File: src/verilog/axi_pkg.sv
package axi_pkg;

    localparam int AXI_ID_W = 1;
    localparam logic [AXI_ID_W-1:0] AXI_ID = '0;    // single fixed id

    typedef enum logic [1:0] {
        FIXED = 2'b00,
        INCR  = 2'b01,
        WRAP  = 2'b10
    } axi_burst_e;

    typedef enum logic [1:0] {
        OKAY   = 2'b00,
        EXOKAY = 2'b01,
        SLVERR = 2'b10,
        DECERR = 2'b11
    } axi_resp_e;

    // normal non-cacheable bufferable
    localparam logic [3:0] AXI_CACHE_ATTR = 4'b0011;

    // write channel engine
    typedef enum logic [1:0] {
        WR_IDLE    = 2'd0,
        WR_ADDRESS = 2'd1,
        WR_WRITE   = 2'd2,
        WR_VERIFY  = 2'd3
    } wr_state_e;

endpackage

File: src/verilog/cache_cfg_pkg.sv
package cache_cfg_pkg;

    // cpu side
    localparam int ADDR_W = 32;                 // byte address
    localparam int DATA_W = 32;                 // cache word

    localparam int NBYTES = DATA_W / 8;         // bytes per cache word
    localparam int NBYTES_W = $clog2(NBYTES);

    // memory side
    localparam int BE_DATA_W = 64;              // memory bus width

    localparam int BE_NBYTES = BE_DATA_W / 8;   // bytes per memory beat
    localparam int BE_NBYTES_W = $clog2(BE_NBYTES);

    // write buffer
    localparam int WBUF_DEPTH_W = 2;            // four entries

endpackage
File: src/verilog/cache_write_path.sv
`timescale 1ns/1ns

module cache_write_path (
    input  logic                                 clk,
    input  logic                                 reset,

    // cpu store port
    input  logic                                 cpu_valid,
    input  logic [cache_cfg_pkg::ADDR_W-1:0]     cpu_addr,
    input  logic [cache_cfg_pkg::DATA_W-1:0]     cpu_wdata,
    input  logic [cache_cfg_pkg::NBYTES-1:0]     cpu_wstrb,
    output logic                                 cpu_ready,
    output logic                                 drained,

    // axi address write
    output logic                                 awvalid,
    output logic [cache_cfg_pkg::ADDR_W-1:0]     awaddr,
    output logic [7:0]                           awlen,
    output logic [2:0]                           awsize,
    output axi_pkg::axi_burst_e                  awburst,
    output logic                                 awlock,
    output logic [3:0]                           awcache,
    output logic [2:0]                           awprot,
    output logic [3:0]                           awqos,
    output logic [axi_pkg::AXI_ID_W-1:0]         awid,
    input  logic                                 awready,

    // axi write data
    output logic                                 wvalid,
    output logic [cache_cfg_pkg::BE_DATA_W-1:0]  wdata,
    output logic [cache_cfg_pkg::BE_NBYTES-1:0]  wstrb,
    output logic                                 wlast,
    input  logic                                 wready,

    // axi write response
    input  logic                                 bvalid,
    input  axi_pkg::axi_resp_e                   bresp,
    output logic                                 bready
);

    import cache_cfg_pkg::*;

    logic              push;
    logic              full;
    logic              pop;
    logic              head_valid;
    logic [ADDR_W-1:0] head_addr;
    logic [DATA_W-1:0] head_wdata;
    logic [NBYTES-1:0] head_wstrb;

    assign cpu_ready = !full;
    assign push      = cpu_valid && cpu_ready;  // store accepted this cycle

    write_buffer u_write_buffer (
        .clk        (clk),
        .reset      (reset),
        .push       (push),
        .push_addr  (cpu_addr),
        .push_wdata (cpu_wdata),
        .push_wstrb (cpu_wstrb),
        .full       (full),
        .pop        (pop),
        .head_valid (head_valid),
        .head_addr  (head_addr),
        .head_wdata (head_wdata),
        .head_wstrb (head_wstrb)
    );

    cache_write_channel_axi u_write_channel (
        .clk        (clk),
        .reset      (reset),
        .head_valid (head_valid),
        .head_addr  (head_addr),
        .head_wdata (head_wdata),
        .head_wstrb (head_wstrb),
        .pop        (pop),
        .drained    (drained),
        .awvalid    (awvalid),
        .awaddr     (awaddr),
        .awlen      (awlen),
        .awsize     (awsize),
        .awburst    (awburst),
        .awlock     (awlock),
        .awcache    (awcache),
        .awprot     (awprot),
        .awqos      (awqos),
        .awid       (awid),
        .awready    (awready),
        .wvalid     (wvalid),
        .wdata      (wdata),
        .wstrb      (wstrb),
        .wlast      (wlast),
        .wready     (wready),
        .bvalid     (bvalid),
        .bresp      (bresp),
        .bready     (bready)
    );

endmodule

File: src/verilog/cache_write_channel_axi.sv
`timescale 1ns/1ns

module cache_write_channel_axi (
    input  logic                                 clk,
    input  logic                                 reset,

    // write buffer head
    input  logic                                 head_valid,
    input  logic [cache_cfg_pkg::ADDR_W-1:0]     head_addr,
    input  logic [cache_cfg_pkg::DATA_W-1:0]     head_wdata,
    input  logic [cache_cfg_pkg::NBYTES-1:0]     head_wstrb,
    output logic                                 pop,
    output logic                                 drained,

    // address write
    output logic                                 awvalid,
    output logic [cache_cfg_pkg::ADDR_W-1:0]     awaddr,
    output logic [7:0]                           awlen,
    output logic [2:0]                           awsize,
    output axi_pkg::axi_burst_e                  awburst,
    output logic                                 awlock,
    output logic [3:0]                           awcache,
    output logic [2:0]                           awprot,
    output logic [3:0]                           awqos,
    output logic [axi_pkg::AXI_ID_W-1:0]         awid,
    input  logic                                 awready,

    // write data
    output logic                                 wvalid,
    output logic [cache_cfg_pkg::BE_DATA_W-1:0]  wdata,
    output logic [cache_cfg_pkg::BE_NBYTES-1:0]  wstrb,
    output logic                                 wlast,
    input  logic                                 wready,

    // write response
    input  logic                                 bvalid,
    input  axi_pkg::axi_resp_e                   bresp,
    output logic                                 bready
);

    import cache_cfg_pkg::*;
    import axi_pkg::*;

    wr_state_e state;
    wr_state_e state_next;

    logic [BE_NBYTES_W-NBYTES_W-1:0] lane;     // word position inside the beat
    logic                            resp_ok;

    // single beat, fixed attributes
    assign awlen   = 8'd0;
    assign awsize  = 3'(BE_NBYTES_W);          // full bus width per beat
    assign awburst = FIXED;
    assign awlock  = 1'b0;                     // normal access
    assign awcache = AXI_CACHE_ATTR;
    assign awprot  = 3'd0;
    assign awqos   = 4'd0;
    assign awid    = AXI_ID;
    assign wlast   = wvalid;

    // beat aligned address
    assign awaddr = {head_addr[ADDR_W-1:BE_NBYTES_W], {BE_NBYTES_W{1'b0}}};

    assign lane  = head_addr[BE_NBYTES_W-1:NBYTES_W];
    assign wdata = {(BE_DATA_W/DATA_W){head_wdata}};    // word copied to every lane
    assign wstrb = BE_NBYTES'(head_wstrb) << (lane * NBYTES);

    assign resp_ok = (bresp == OKAY);

    always_ff @(posedge clk or posedge reset) begin
        if (reset) begin
            state <= WR_IDLE;
        end else begin
            state <= state_next;
        end
    end

    always_comb begin
        state_next = state;
        case (state)
            WR_IDLE: begin
                if (head_valid) begin
                    state_next = WR_ADDRESS;
                end
            end
            WR_ADDRESS: begin
                if (awready) begin
                    state_next = WR_WRITE;
                end
            end
            WR_WRITE: begin
                if (wready) begin
                    state_next = WR_VERIFY;
                end
            end
            WR_VERIFY: begin
                if (bvalid && resp_ok) begin
                    state_next = WR_IDLE;
                end else if (bvalid) begin
                    state_next = WR_ADDRESS;   // error, resend same entry
                end
            end
            default: state_next = WR_IDLE;
        endcase
    end

    always_comb begin
        awvalid = 1'b0;
        wvalid  = 1'b0;
        bready  = 1'b0;
        pop     = 1'b0;
        case (state)
            WR_ADDRESS: awvalid = 1'b1;
            WR_WRITE:   wvalid  = 1'b1;
            WR_VERIFY: begin
                bready = 1'b1;
                pop    = bvalid && resp_ok;    // entry retires only on okay
            end
            default: ;
        endcase
    end

    assign drained = (state == WR_IDLE) && !head_valid;

endmodule

File: src/verilog/write_buffer.sv
`timescale 1ns/1ns

module write_buffer (
    input  logic                              clk,
    input  logic                              reset,

    input  logic                              push,
    input  logic [cache_cfg_pkg::ADDR_W-1:0]  push_addr,
    input  logic [cache_cfg_pkg::DATA_W-1:0]  push_wdata,
    input  logic [cache_cfg_pkg::NBYTES-1:0]  push_wstrb,
    output logic                              full,

    input  logic                              pop,
    output logic                              head_valid,
    output logic [cache_cfg_pkg::ADDR_W-1:0]  head_addr,
    output logic [cache_cfg_pkg::DATA_W-1:0]  head_wdata,
    output logic [cache_cfg_pkg::NBYTES-1:0]  head_wstrb
);

    import cache_cfg_pkg::*;

    // entry storage
    logic [ADDR_W-1:0] addr_mem [2**WBUF_DEPTH_W];
    logic [DATA_W-1:0] data_mem [2**WBUF_DEPTH_W];
    logic [NBYTES-1:0] strb_mem [2**WBUF_DEPTH_W];

    logic [WBUF_DEPTH_W-1:0] wr_ptr;
    logic [WBUF_DEPTH_W-1:0] rd_ptr;
    logic [WBUF_DEPTH_W:0]   count;            // one extra bit for full

    logic wr_en;
    logic rd_en;

    assign full       = (count == (WBUF_DEPTH_W+1)'(2**WBUF_DEPTH_W));
    assign head_valid = (count != '0);

    assign wr_en = push && !full;              // never overwrite the head
    assign rd_en = pop;

    // first word falls through
    assign head_addr  = addr_mem[rd_ptr];
    assign head_wdata = data_mem[rd_ptr];
    assign head_wstrb = strb_mem[rd_ptr];

    always_ff @(posedge clk) begin
        if (wr_en) begin
            addr_mem[wr_ptr] <= push_addr;
            data_mem[wr_ptr] <= push_wdata;
            strb_mem[wr_ptr] <= push_wstrb;
        end
    end

    always_ff @(posedge clk or posedge reset) begin
        if (reset) begin
            wr_ptr <= '0;
            rd_ptr <= '0;
        end else begin
            if (wr_en) begin
                wr_ptr <= wr_ptr + 1'b1;       // wraps at depth
            end
            if (rd_en) begin
                rd_ptr <= rd_ptr + 1'b1;
            end
        end
    end

    always_ff @(posedge clk or posedge reset) begin
        if (reset) begin
            count <= '0;
        end else begin
            case ({wr_en, rd_en})
                2'b10:   count <= count + 1'b1;
                2'b01:   count <= count - 1'b1;
                default: count <= count;       // both or neither
            endcase
        end
    end

endmodule

File: config.mk
export PLATFORM = sky130hd
export DESIGN_NAME = cache_write_path
export DESIGN_NICKNAME = d
export VERILOG_FILES = /design/src/verilog/axi_pkg.sv /design/src/verilog/cache_cfg_pkg.sv /design/src/verilog/cache_write_path.sv /design/src/verilog/cache_write_channel_axi.sv /design/src/verilog/write_buffer.sv
export SDC_FILE = /design/constraint.sdc
export NUM_CORES = 1
export LEC_CHECK = 0
export ABC_CLOCK_PERIOD_IN_PS = 7860
export BUFFER_PORTS_ARGS = -buffer_cell sky130_fd_sc_hd__buf_4
export CORE_ASPECT_RATIO = 1.1
export CORE_UTILIZATION = 50
export CTS_BUF_LIST = sky130_fd_sc_hd__clkbuf_8
export CTS_CLUSTER_SIZE = 25
export DETAILED_ROUTE_END_ITERATION = 7
export PLACE_DENSITY = 0.82
export SKIP_LAST_GASP = 1
export SLEW_MARGIN = 20
export SYNTH_ARGS = -nofsm -noshare
export SYNTH_HDL_FRONTEND = slang
export SYNTH_HIERARCHICAL = 1
export SYNTH_SLANG_ARGS = --single-unit
File: constraint.sdc
create_clock -name clk -period 7.86 [get_ports clk]
set_clock_uncertainty 0.05 [all_clocks]
set_input_delay 0.786 -clock clk [delete_from_list [all_inputs] [get_ports clk]]
set_output_delay 0.786 -clock clk [all_outputs]
set_load 0.03 [all_outputs]
# After elaboration in Yosys (flattened, before gate mapping)
# Memory sizes are Yosys's and may differ from the RTL's.
# Index checks and enable logic that the tools add are counted.
# op_classes
addsub	4
eq_ne	10
shifts	1
mux	13
reduce_logical	11
# ops
cell	n
$mux W2	5
$pmux W2 S4	1
$shl A4 B3 Y8	1
$eq A2 B2 Y1 const B	3
$mux W1	6
$pmux W3 S2	1
$add A2 B1 Y2 const B	2
$eq A2 B1 Y1 const B	2
$logic_and A1 B1 Y1	4
$logic_not A2 Y1	2
$ne A2 B2 Y1 const B	2
$reduce_and A4 Y1	1
$add A3 B1 Y3 const B	1
$eq A3 B3 Y1 const B	1
$ne A3 B2 Y1 const B	1
$reduce_bool A3 Y1	1
$sub A3 B1 Y3 const B	1
$logic_not A1 Y1	2
$ne A2 B1 Y1 const B	1
$reduce_bool A2 Y1	1
# totals
regBits	9
ramBits	272
input_bits	76
out_inout_bits	136
wordCells	46
mem_count	3
# memory_table
name	words	word_bits	read_ports	rd_ports_with_merged_regs	wr	line_no	source
u_write_buffer.addr_mem	4	32	1	0	1	write_buffer.sv:23	logic [ADDR_W-1:0] addr_mem [2**WBUF_DEPTH_W];
u_write_buffer.data_mem	4	32	1	0	1	write_buffer.sv:24	logic [DATA_W-1:0] data_mem [2**WBUF_DEPTH_W];
u_write_buffer.strb_mem	4	4	1	0	1	write_buffer.sv:25	logic [NBYTES-1:0] strb_mem [2**WBUF_DEPTH_W];

# Depth between registers and ports, before layout
# Gate-level depths: netlist of the first run.
# logic_depth
depth_word	6
mapped_depth	10
ltp_nobuf	10

# Modules after synthesis
# Netlist of the first run, hierarchy kept.
# modules_own_cells
module	instances	cells_each	area_per_inst_um2	seq_area_each_um2
write_buffer	1	393	10311.1	8343.0
cache_write_channel_axi	1	157	1211.2	50.0
cache_write_path	1	2	10.0	0.0

# Least setup slack after synthesis of the first run
# Ideal clock, no wire load.
# synth_path
path_kind	input to register
startpoint	in cpu_valid
endpoint	mem u_write_buffer.addr_mem[0][0], enable pin
setup_ps	433
arrival_ps	2763
required_ps	7377
slack_ps	4613
stages	3
path_buffers	0
path_cell_list	nor2b_1 -> nor2b_2 -> and2_1
# synth_via
elab_chain_len	4
# synth_rtl
item	line_no	source
start: declaration	cache_write_path.sv:8	input logic cpu_valid,
$logic_and A1 B1 Y1	cache_write_path.sv:52	assign push = cpu_valid && cpu_ready;
$logic_and A1 B1 Y1	write_buffer.sv:37	assign wr_en = push && !full;
$mux W1	write_buffer.sv:46	if (wr_en) begin
$mux W1 (not written as such)	write_buffer.sv:47	addr_mem[wr_ptr] <= push_addr;
end: declaration	write_buffer.sv:23	
# No other way between the ends.

# Worst setup path after layout of the first run
# layout_path
startpoint	reg u_write_buffer.rd_ptr[0]
endpoint	out wstrb[5] (netlist bit)
# layout_via
elab_chain_len	2
word_cells_on_any_way	3
cone_classes	shift: 1; memory: 2
# layout_rtl
item	line_no	source
start: declaration	write_buffer.sv:28	logic [WBUF_DEPTH_W-1:0] rd_ptr;
start signal: assignment	write_buffer.sv:62	rd_ptr <= rd_ptr + 1'b1;
$mem_v2 Z4 W32	--	
named net head_addr[2]	cache_write_path.sv:47	logic [ADDR_W-1:0] head_addr;
$shl A4 B3 Y8	cache_write_channel_axi.sv:66	assign wstrb = BE_NBYTES'(head_wstrb) << (lane * NBYTES);
end: declaration	cache_write_path.sv:31	output logic [cache_cfg_pkg::BE_NBYTES-1:0] wstrb,
# The timed path passes the listed nets, and every way through them passes these cells.

==> implementation parameters, run 1 <==
Parameter                              Value

Pwr
  Pwr per Cell Area    420 nW/um2
  Comb pwr share    0.403
  Total design power    5.36 mW
  Switching part of the total    0.367
  Proportion of power drawn by flip-flops and latches    0.394
  Net switching power    1.97 mW
  Total leakage power    around 4.6 nW
  Worst voltage drop across the vdd grid    about 0.00026 V
  Clk network pwr share    0.203
  Cell-internal power    3.39 mW

Place
  Routability congestion estimate    ~0.74
  Detailed placement HPWL    10400 um
  Port Buffer Count    180

Clocking
  Gates resized, CTS repair    0
  Number of sinks on the clock net    273
  Number of buffers on the longest clock path    3
  Clock tree from TritonCTS    built
  Number of buffers added by the clock tree synthesis step    42
  Register clock-pin slew on the reported worst setup and hold paths    around 70 ps
  Clock latency on the worst-skew pair    530 ps
  Post-CTS setup-driven buffer insertion count    0
  Buffer cell driving the clock tree root    clkbuf_8
  CTS HTree Levels    2
  Hold buffer count at cts    0

Critical path
  Element type at the critical path end    output pin
  Worst setup path category    register to output pin
  Sort of element at the start of the critical path    register
  Crit path DAT    about 3100 ps
  Required time worst endpoint    ~7000 ps
  Max FO, Critical Path    46
  Minimum setup slack among reg-to-reg paths    5430 ps

Flow run
  Max-capacitance violation count    0

Floorplanning
  Chip height    roughly 160 um
  Placeable Area    approximately 22000 um2
  Chip width    145 um
  Initial cell density of the core    0.509
  Count of pins on the block boundary    212
  Site Rows    57
  Die footprint    23100 um2

Min path
  Min-Delay Path Class    input pin to asynchronous set/reset pin

Timing
  RSZ-0062 raised after global routing    false
  Setup Total Neg Slack    0 ps
  Max_slew headroom    0.293
  Peak clock frequency supported by timing    252 MHz
  Final worst path period share    0.506
  Number of max-slew violations in the final report    0
  Final setup violation count    0
  Post-layout minimum cycle time    3970 ps
  Measured slew at the worst slew-check pin    between 1000 and 1500 ps
  Hold Fails Final Rpt    0

Routing
  DRC errors left    0
  Routed vias    4909
  Number of nets still failing antenna checks after routing    0
  Pre-Repair DR Iteration Count    4
  Mean routed wirelength per cell    18.7 um
  Starting DRC count in detailed routing    199
  Wire length after detailed routing    18300 um
  Via/cell ratio    about 5

Cells and area
  Layout cell share with drive strength beyond 1    0.452
  Antenna Cells    0
  Leading cell type in the layout, fill and taps excluded    edfxtp_1
  Most used cells in the layout excluding fill and tap cells    264 x edfxtp_1, 181 x buf_4, 66 x mux4_2
  Growth of design area from synthesis to finish    13.4%
  Final net count    about 740

Global routing
  Pin count of the biggest net entering global routing    68
  Initial antenna violation count    0
  GRT Residual Overflow    0
  Number of global-route vias before repair    about 5500
  First-pass GRT wire length    ~29000 um
  Global-route total usage across every layer    0.162

Logic synthesis
  Syn Area/Cell    20.8 um2
  Synthesized instance count    542
  Warnings from Yosys    6
  Area of the mapped netlist    11200 um2

Outcome
  Outcome    completed
[routing by layer]
layer | track usage | part of all wire
met5 | 0 | 0
met4 | 0.0667 | 0.019
met3 | 0.0450 | 0.068
met2 | 0.278 | 0.52
met1 | 0.194 | 0.40
[path summary, 6_finish.rpt]
path                                                 end                     start  cells past startpoint
max                                             wstrb[5]  u_write_buffer/rd_ptr[0]                      4
min                             u_write_channel/state[0]                     reset                      2
max reg2reg                u_write_buffer/strb_mem[3][0]   u_write_buffer/count[2]                      4
min reg2reg                      u_write_buffer/count[2]   u_write_buffer/count[2]                      1
max in group asynchronous       u_write_buffer/rd_ptr[1]                     reset                      2
min in group clk           u_write_buffer/addr_mem[0][3]               cpu_addr[3]                      1
[through the flow]
stage / cells / instance area, um2 / util / hold WS, ps / setup slack, ps
finish: 979 / 12800 / 0.577 / 66.9 / 3890
CTS: 979 / 12800 / 0.577 / 27.9 / 3690
detailed placement: 906 / 12000 / 0.542 / 432 / 4270
global route: 979 / 12800 / 0.577 / 47.3 / 3540
floorplan: 569 / 11300 / - / 395 / 4660
global placement: 906 / 12000 / 0.542 / 413 / 4340
[state kept, by name, summed over array words and instances, names as in the netlist]
register                 flops
u_write_buffer/strb_mem     16
u_write_buffer/count         3
u_write_channel/state        2
u_write_buffer/addr_mem    120
u_write_buffer/wr_ptr        2
u_write_buffer/data_mem    128
u_write_buffer/rd_ptr        2
[critical path: stages, from the launching register on]
cell and delay (ps):
dfrtp_4 720, buf_4 820, mux4_2 690, and2_1 180
buf_4 160
[layout make-up]
class / instances / area (um2)
Tap cell: 295 / 369
Multi-Input combinational cell: 146 / 2050
Sequential cell: 273 / 8160
Inverter: 11 / 41.3
Timing Repair Buffer: 181 / 1360
Clock buffer: 45 / 619
Fill cell: 1626 / 9350
Clock inverter: 28 / 161
[power groups by stage]
stage	clock network [mW]	registers (mW)	logic [mW]
final	1.09	2.12	2.16
after global routing	1.19	2.15	2.28
after CTS	1.13	2.13	2.20
after detailed placement	0	2.15	2.19
after global placement	0	2.12	2.16
after floorplan	0	2.02	2.03
Note: power is estimated with default switching activity, not from simulation.
==> run 2: changes to the inputs <==
--- a/config.mk
+++ b/config.mk
@@ -5,7 +5,7 @@
 export SDC_FILE = /design/constraint.sdc
 export NUM_CORES = 1
 export LEC_CHECK = 0
-export ABC_CLOCK_PERIOD_IN_PS = 7860
+export ABC_CLOCK_PERIOD_IN_PS = 3800
 export BUFFER_PORTS_ARGS = -buffer_cell sky130_fd_sc_hd__buf_4
 export CORE_ASPECT_RATIO = 1.1
 export CORE_UTILIZATION = 50
==> constraint.sdc (replaced) <==
create_clock -name clk -period 3.8 [get_ports clk]
set_clock_uncertainty 0.05 [all_clocks]
set_input_delay 0.38 -clock clk [delete_from_list [all_inputs] [get_ports clk]]
set_output_delay 0.38 -clock clk [all_outputs]
set_load 0.03 [all_outputs]
==> run 2 against run 1 <==
  * First-iteration DRC count is 4.0% higher
  * Power rose by 110%
  * Setup slack worse by 3100 ps
  * Cell area increased by 5.5%
  * Clock-buffer cell count stayed put
  * Via count grew 8.1%
  * Sequential power increased by 110%
  * Worst hold slack worse by 23 ps
  * Die area did not move
  * Critical path type unchanged
  * Largest power group unchanged
==> implementation parameters, run 2 (synthesis results as in run 1) <==
Parameter                              Value

Global routing
  Number of global-route vias before repair    5961 (+9.2%)
  Pin count of the biggest net entering global routing    67 (-1.5%)
  First-pass GRT wire length    31600 um (+9.3%)
  Global-route total usage across every layer    0.179 (+0.0164)
  Initial antenna violation count    0 (unchanged)
  GRT Residual Overflow    0 (unchanged)

Clocking
  CTS HTree Levels    2 (unchanged)
  Clock tree from TritonCTS    built
  Number of sinks on the clock net    273 (unchanged)
  Number of buffers added by the clock tree synthesis step    42 (unchanged)
  Gates resized, CTS repair    0 (unchanged)
  Buffer cell driving the clock tree root    clkbuf_8
  Clock latency on the worst-skew pair    520 ps (about the same)
  Register clock-pin slew on the reported worst setup and hold paths    60 ps (about the same)
  Number of buffers on the longest clock path    3 (unchanged)

Cells and area
  Largest registers in the final layout    u_write_buffer/data_mem (128), u_write_buffer/addr_mem (120), u_write_buffer/strb_mem (16)
  Max FFs per register    128 (unchanged)
  Most used cells in the layout excluding fill and tap cells    264 x edfxtp_1, 182 x buf_4, 66 x dlygate4sd3_1, 66 x mux4_2, 45 x clkbuf_8
  Final net count    811 (+9.3%)
  Layout cell share with drive strength beyond 1    0.412 (-0.0396)
  Growth of design area from synthesis to finish    19.7%
  Count of fill cells added during filler insertion    1551 (-4.6%)
  Antenna Cells    0 (unchanged)
  Largest Register    u_write_buffer/data_mem
  Final Instance Area    13500 um2 (+5.5%)
  Leading cell type in the layout, fill and taps excluded    edfxtp_1

Routing
  Number of nets still failing antenna checks after routing    0 (unchanged)
  Mean routed wirelength per cell    19.1 um (+2.5%)
  Pre-Repair DR Iteration Count    4 (unchanged)
  DRC errors left    0 (unchanged)
  Via/cell ratio    5.04 (+0.57%)
  Wire length after detailed routing    20100 um (+10%)
  Starting DRC count in detailed routing    207 (+4.0%)
  Routed vias    5305 (+8.1%)

Critical path
  Worst setup path category    register to output pin
  Dominant cell type by count on the critical path    buf_4
  Max FO, Critical Path    34 (-26%)
  Required time worst endpoint    3370 ps (-3650 ps)
  Crit-path max cell delay    880 ps (+60 ps)
  Worst path cell trace    buf_4 -> mux4_2 -> buf_4
  Element type at the critical path end    output pin
  Sort of element at the start of the critical path    register
  Family with the most delay on the worst path    flip-flops
  Worst-case reg-to-reg path depth    4 (unchanged)
  WP buf/inv    2 (unchanged)
  Number of stages on the worst setup path    3 (-1)
  Slowest cell on the critical path    dfrtp_4
  Crit path DAT    2590 ps (-550 ps)

Floorplanning
  Placeable Area    22100 um2 (unchanged)
  Site Rows    57 (unchanged)
  Chip width    145 um (unchanged)
  Count of pins on the block boundary    212 (unchanged)
  Die footprint    23100 um2 (unchanged)
  Chip height    159 um (unchanged)
  Initial cell density of the core    0.509 (unchanged)

Pwr
  Worst voltage drop across the vdd grid    0.000613 V (+140%)
  Net switching power    4.17 mW (+110%)
  Cell-internal power    7.04 mW (+110%)
  Total leakage power    4.90 nW (+6.8%)
  Comb pwr share    0.415 (+0.012)
  Proportion of power drawn by flip-flops and latches    0.387 (-0.007)
  Pwr per Cell Area    834 nW/um2 (+98%)
  Clk network pwr share    0.198 (-0.005)
  Switching part of the total    0.372 (+0.00491)

Place
  Detailed placement HPWL    11300 um (+8.3%)
  Placed instance area    12000 um2 (+0.40%)
  Port Buffer Count    180 (unchanged)
  Routability congestion estimate    0.764 (+3.7%)

Min path
  Min-Delay Path Class    input pin to register
  Number of cells on the worst hold path    1

Timing
  Final setup violation count    0 (unchanged)
  Peak clock frequency supported by timing    331 MHz
  Number of max-slew violations in the final report    0 (unchanged)
  Final worst path period share    0.795
  Max_slew headroom    0.282 (-0.0112)
  Post-layout minimum cycle time    between 3000 and 4000 ps
  Hold Fails Final Rpt    0 (unchanged)
  Setup Total Neg Slack    0 ps (unchanged)
  RSZ-0062 raised after global routing    false
  Measured slew at the worst slew-check pin    1080 ps (+16.8 ps)

Outcome
  Outcome    completed

Flow run
  Max-capacitance violation count    0 (unchanged)
run 2: changes by cell type in the layout (fill, tap and decap cells not counted):
cell	delta
dlygate4sd3_1	+66
inv_1	+6
buf_12	+2
clkinv_1	-2
buf_4	+1
bufinv_16	-1
clkinvlp_4	+1
run 2: area by class of cell:
cell class,count,area [um2],area share
Inverter,11,41.3,0.00307
Timing Repair Buffer,250,2070,0.154
Sequential cell,273,8160,0.606
Clock inverter,32,154,0.0114
Clock buffer,45,619,0.0460
Multi-Input combinational cell,146,2050,0.152
Tap cell,295,369,0.0274
run 2: metrics by stage:
step | instances | total power, mW | setup slack, ps | utilization | hold slack (ps)
final | 1052 | 11.2 | 779 | 0.609 | 43.9
after global routing | 1052 | 11.7 | 574 | 0.609 | 9.37
after CTS | 1052 | 11.3 | 663 | 0.609 | 1.75
after detailed placement | 909 | 9.04 | 1270 | 0.544 | 214
after global placement | 909 | 8.91 | 1260 | 0.544 | 203
after floorplan | 569 | 8.40 | 852 | - | 71.2
run 2: power by group through the flow:
stage	combinational (mW)	clock, mW	sequential (mW)
2_1_floorplan	4.21	0	4.19
3_3_place_gp	4.55	0	4.36
3_5_place_dp	4.63	0	4.42
4_1_cts	4.70	2.28	4.36
5_1_grt	4.88	2.42	4.42
6_report	4.65	2.22	4.35
run 2: layer usage:
| layer | vias up | routed length [um] | share of wire | global-route usage |
|---|---|---|---|---|
| met4 | 0 | 417 | 0.021 | 0.0730 |
| met3 | 36 | 1070 | 0.053 | 0.0370 |
| met2 | 229 | 10800 | 0.54 | 0.319 |
| li1 | 2325 | - | - | - |
| met1 | 2715 | 7850 | 0.39 | 0.210 |
| met5 | - | 0 | 0 | 0 |
run 2: repair_timing:
action / 4_1_cts / 5_1_grt
buffers inserted: 0 / 0
endpoints found under the hold margin: 263 / 0
hold buffers: 66 / 0
run 2: worst paths after layout:
check / startpoint / to / slack (ps)
setup / recovery: u_write_buffer/rd_ptr[0] / wdata[0] / 780
max in group asynchronous: reset / u_write_buffer/rd_ptr[0] / 3140
hold reg to reg: u_write_buffer/count[2] / u_write_buffer/count[2] / 460
min in group asynchronous: reset / u_write_channel/state[0] / 240
setup reg to reg: u_write_buffer/count[2] / u_write_buffer/addr_mem[0][30] / 1360
hold / removal: cpu_wstrb[0] / u_write_buffer/strb_mem[3][0] / 40
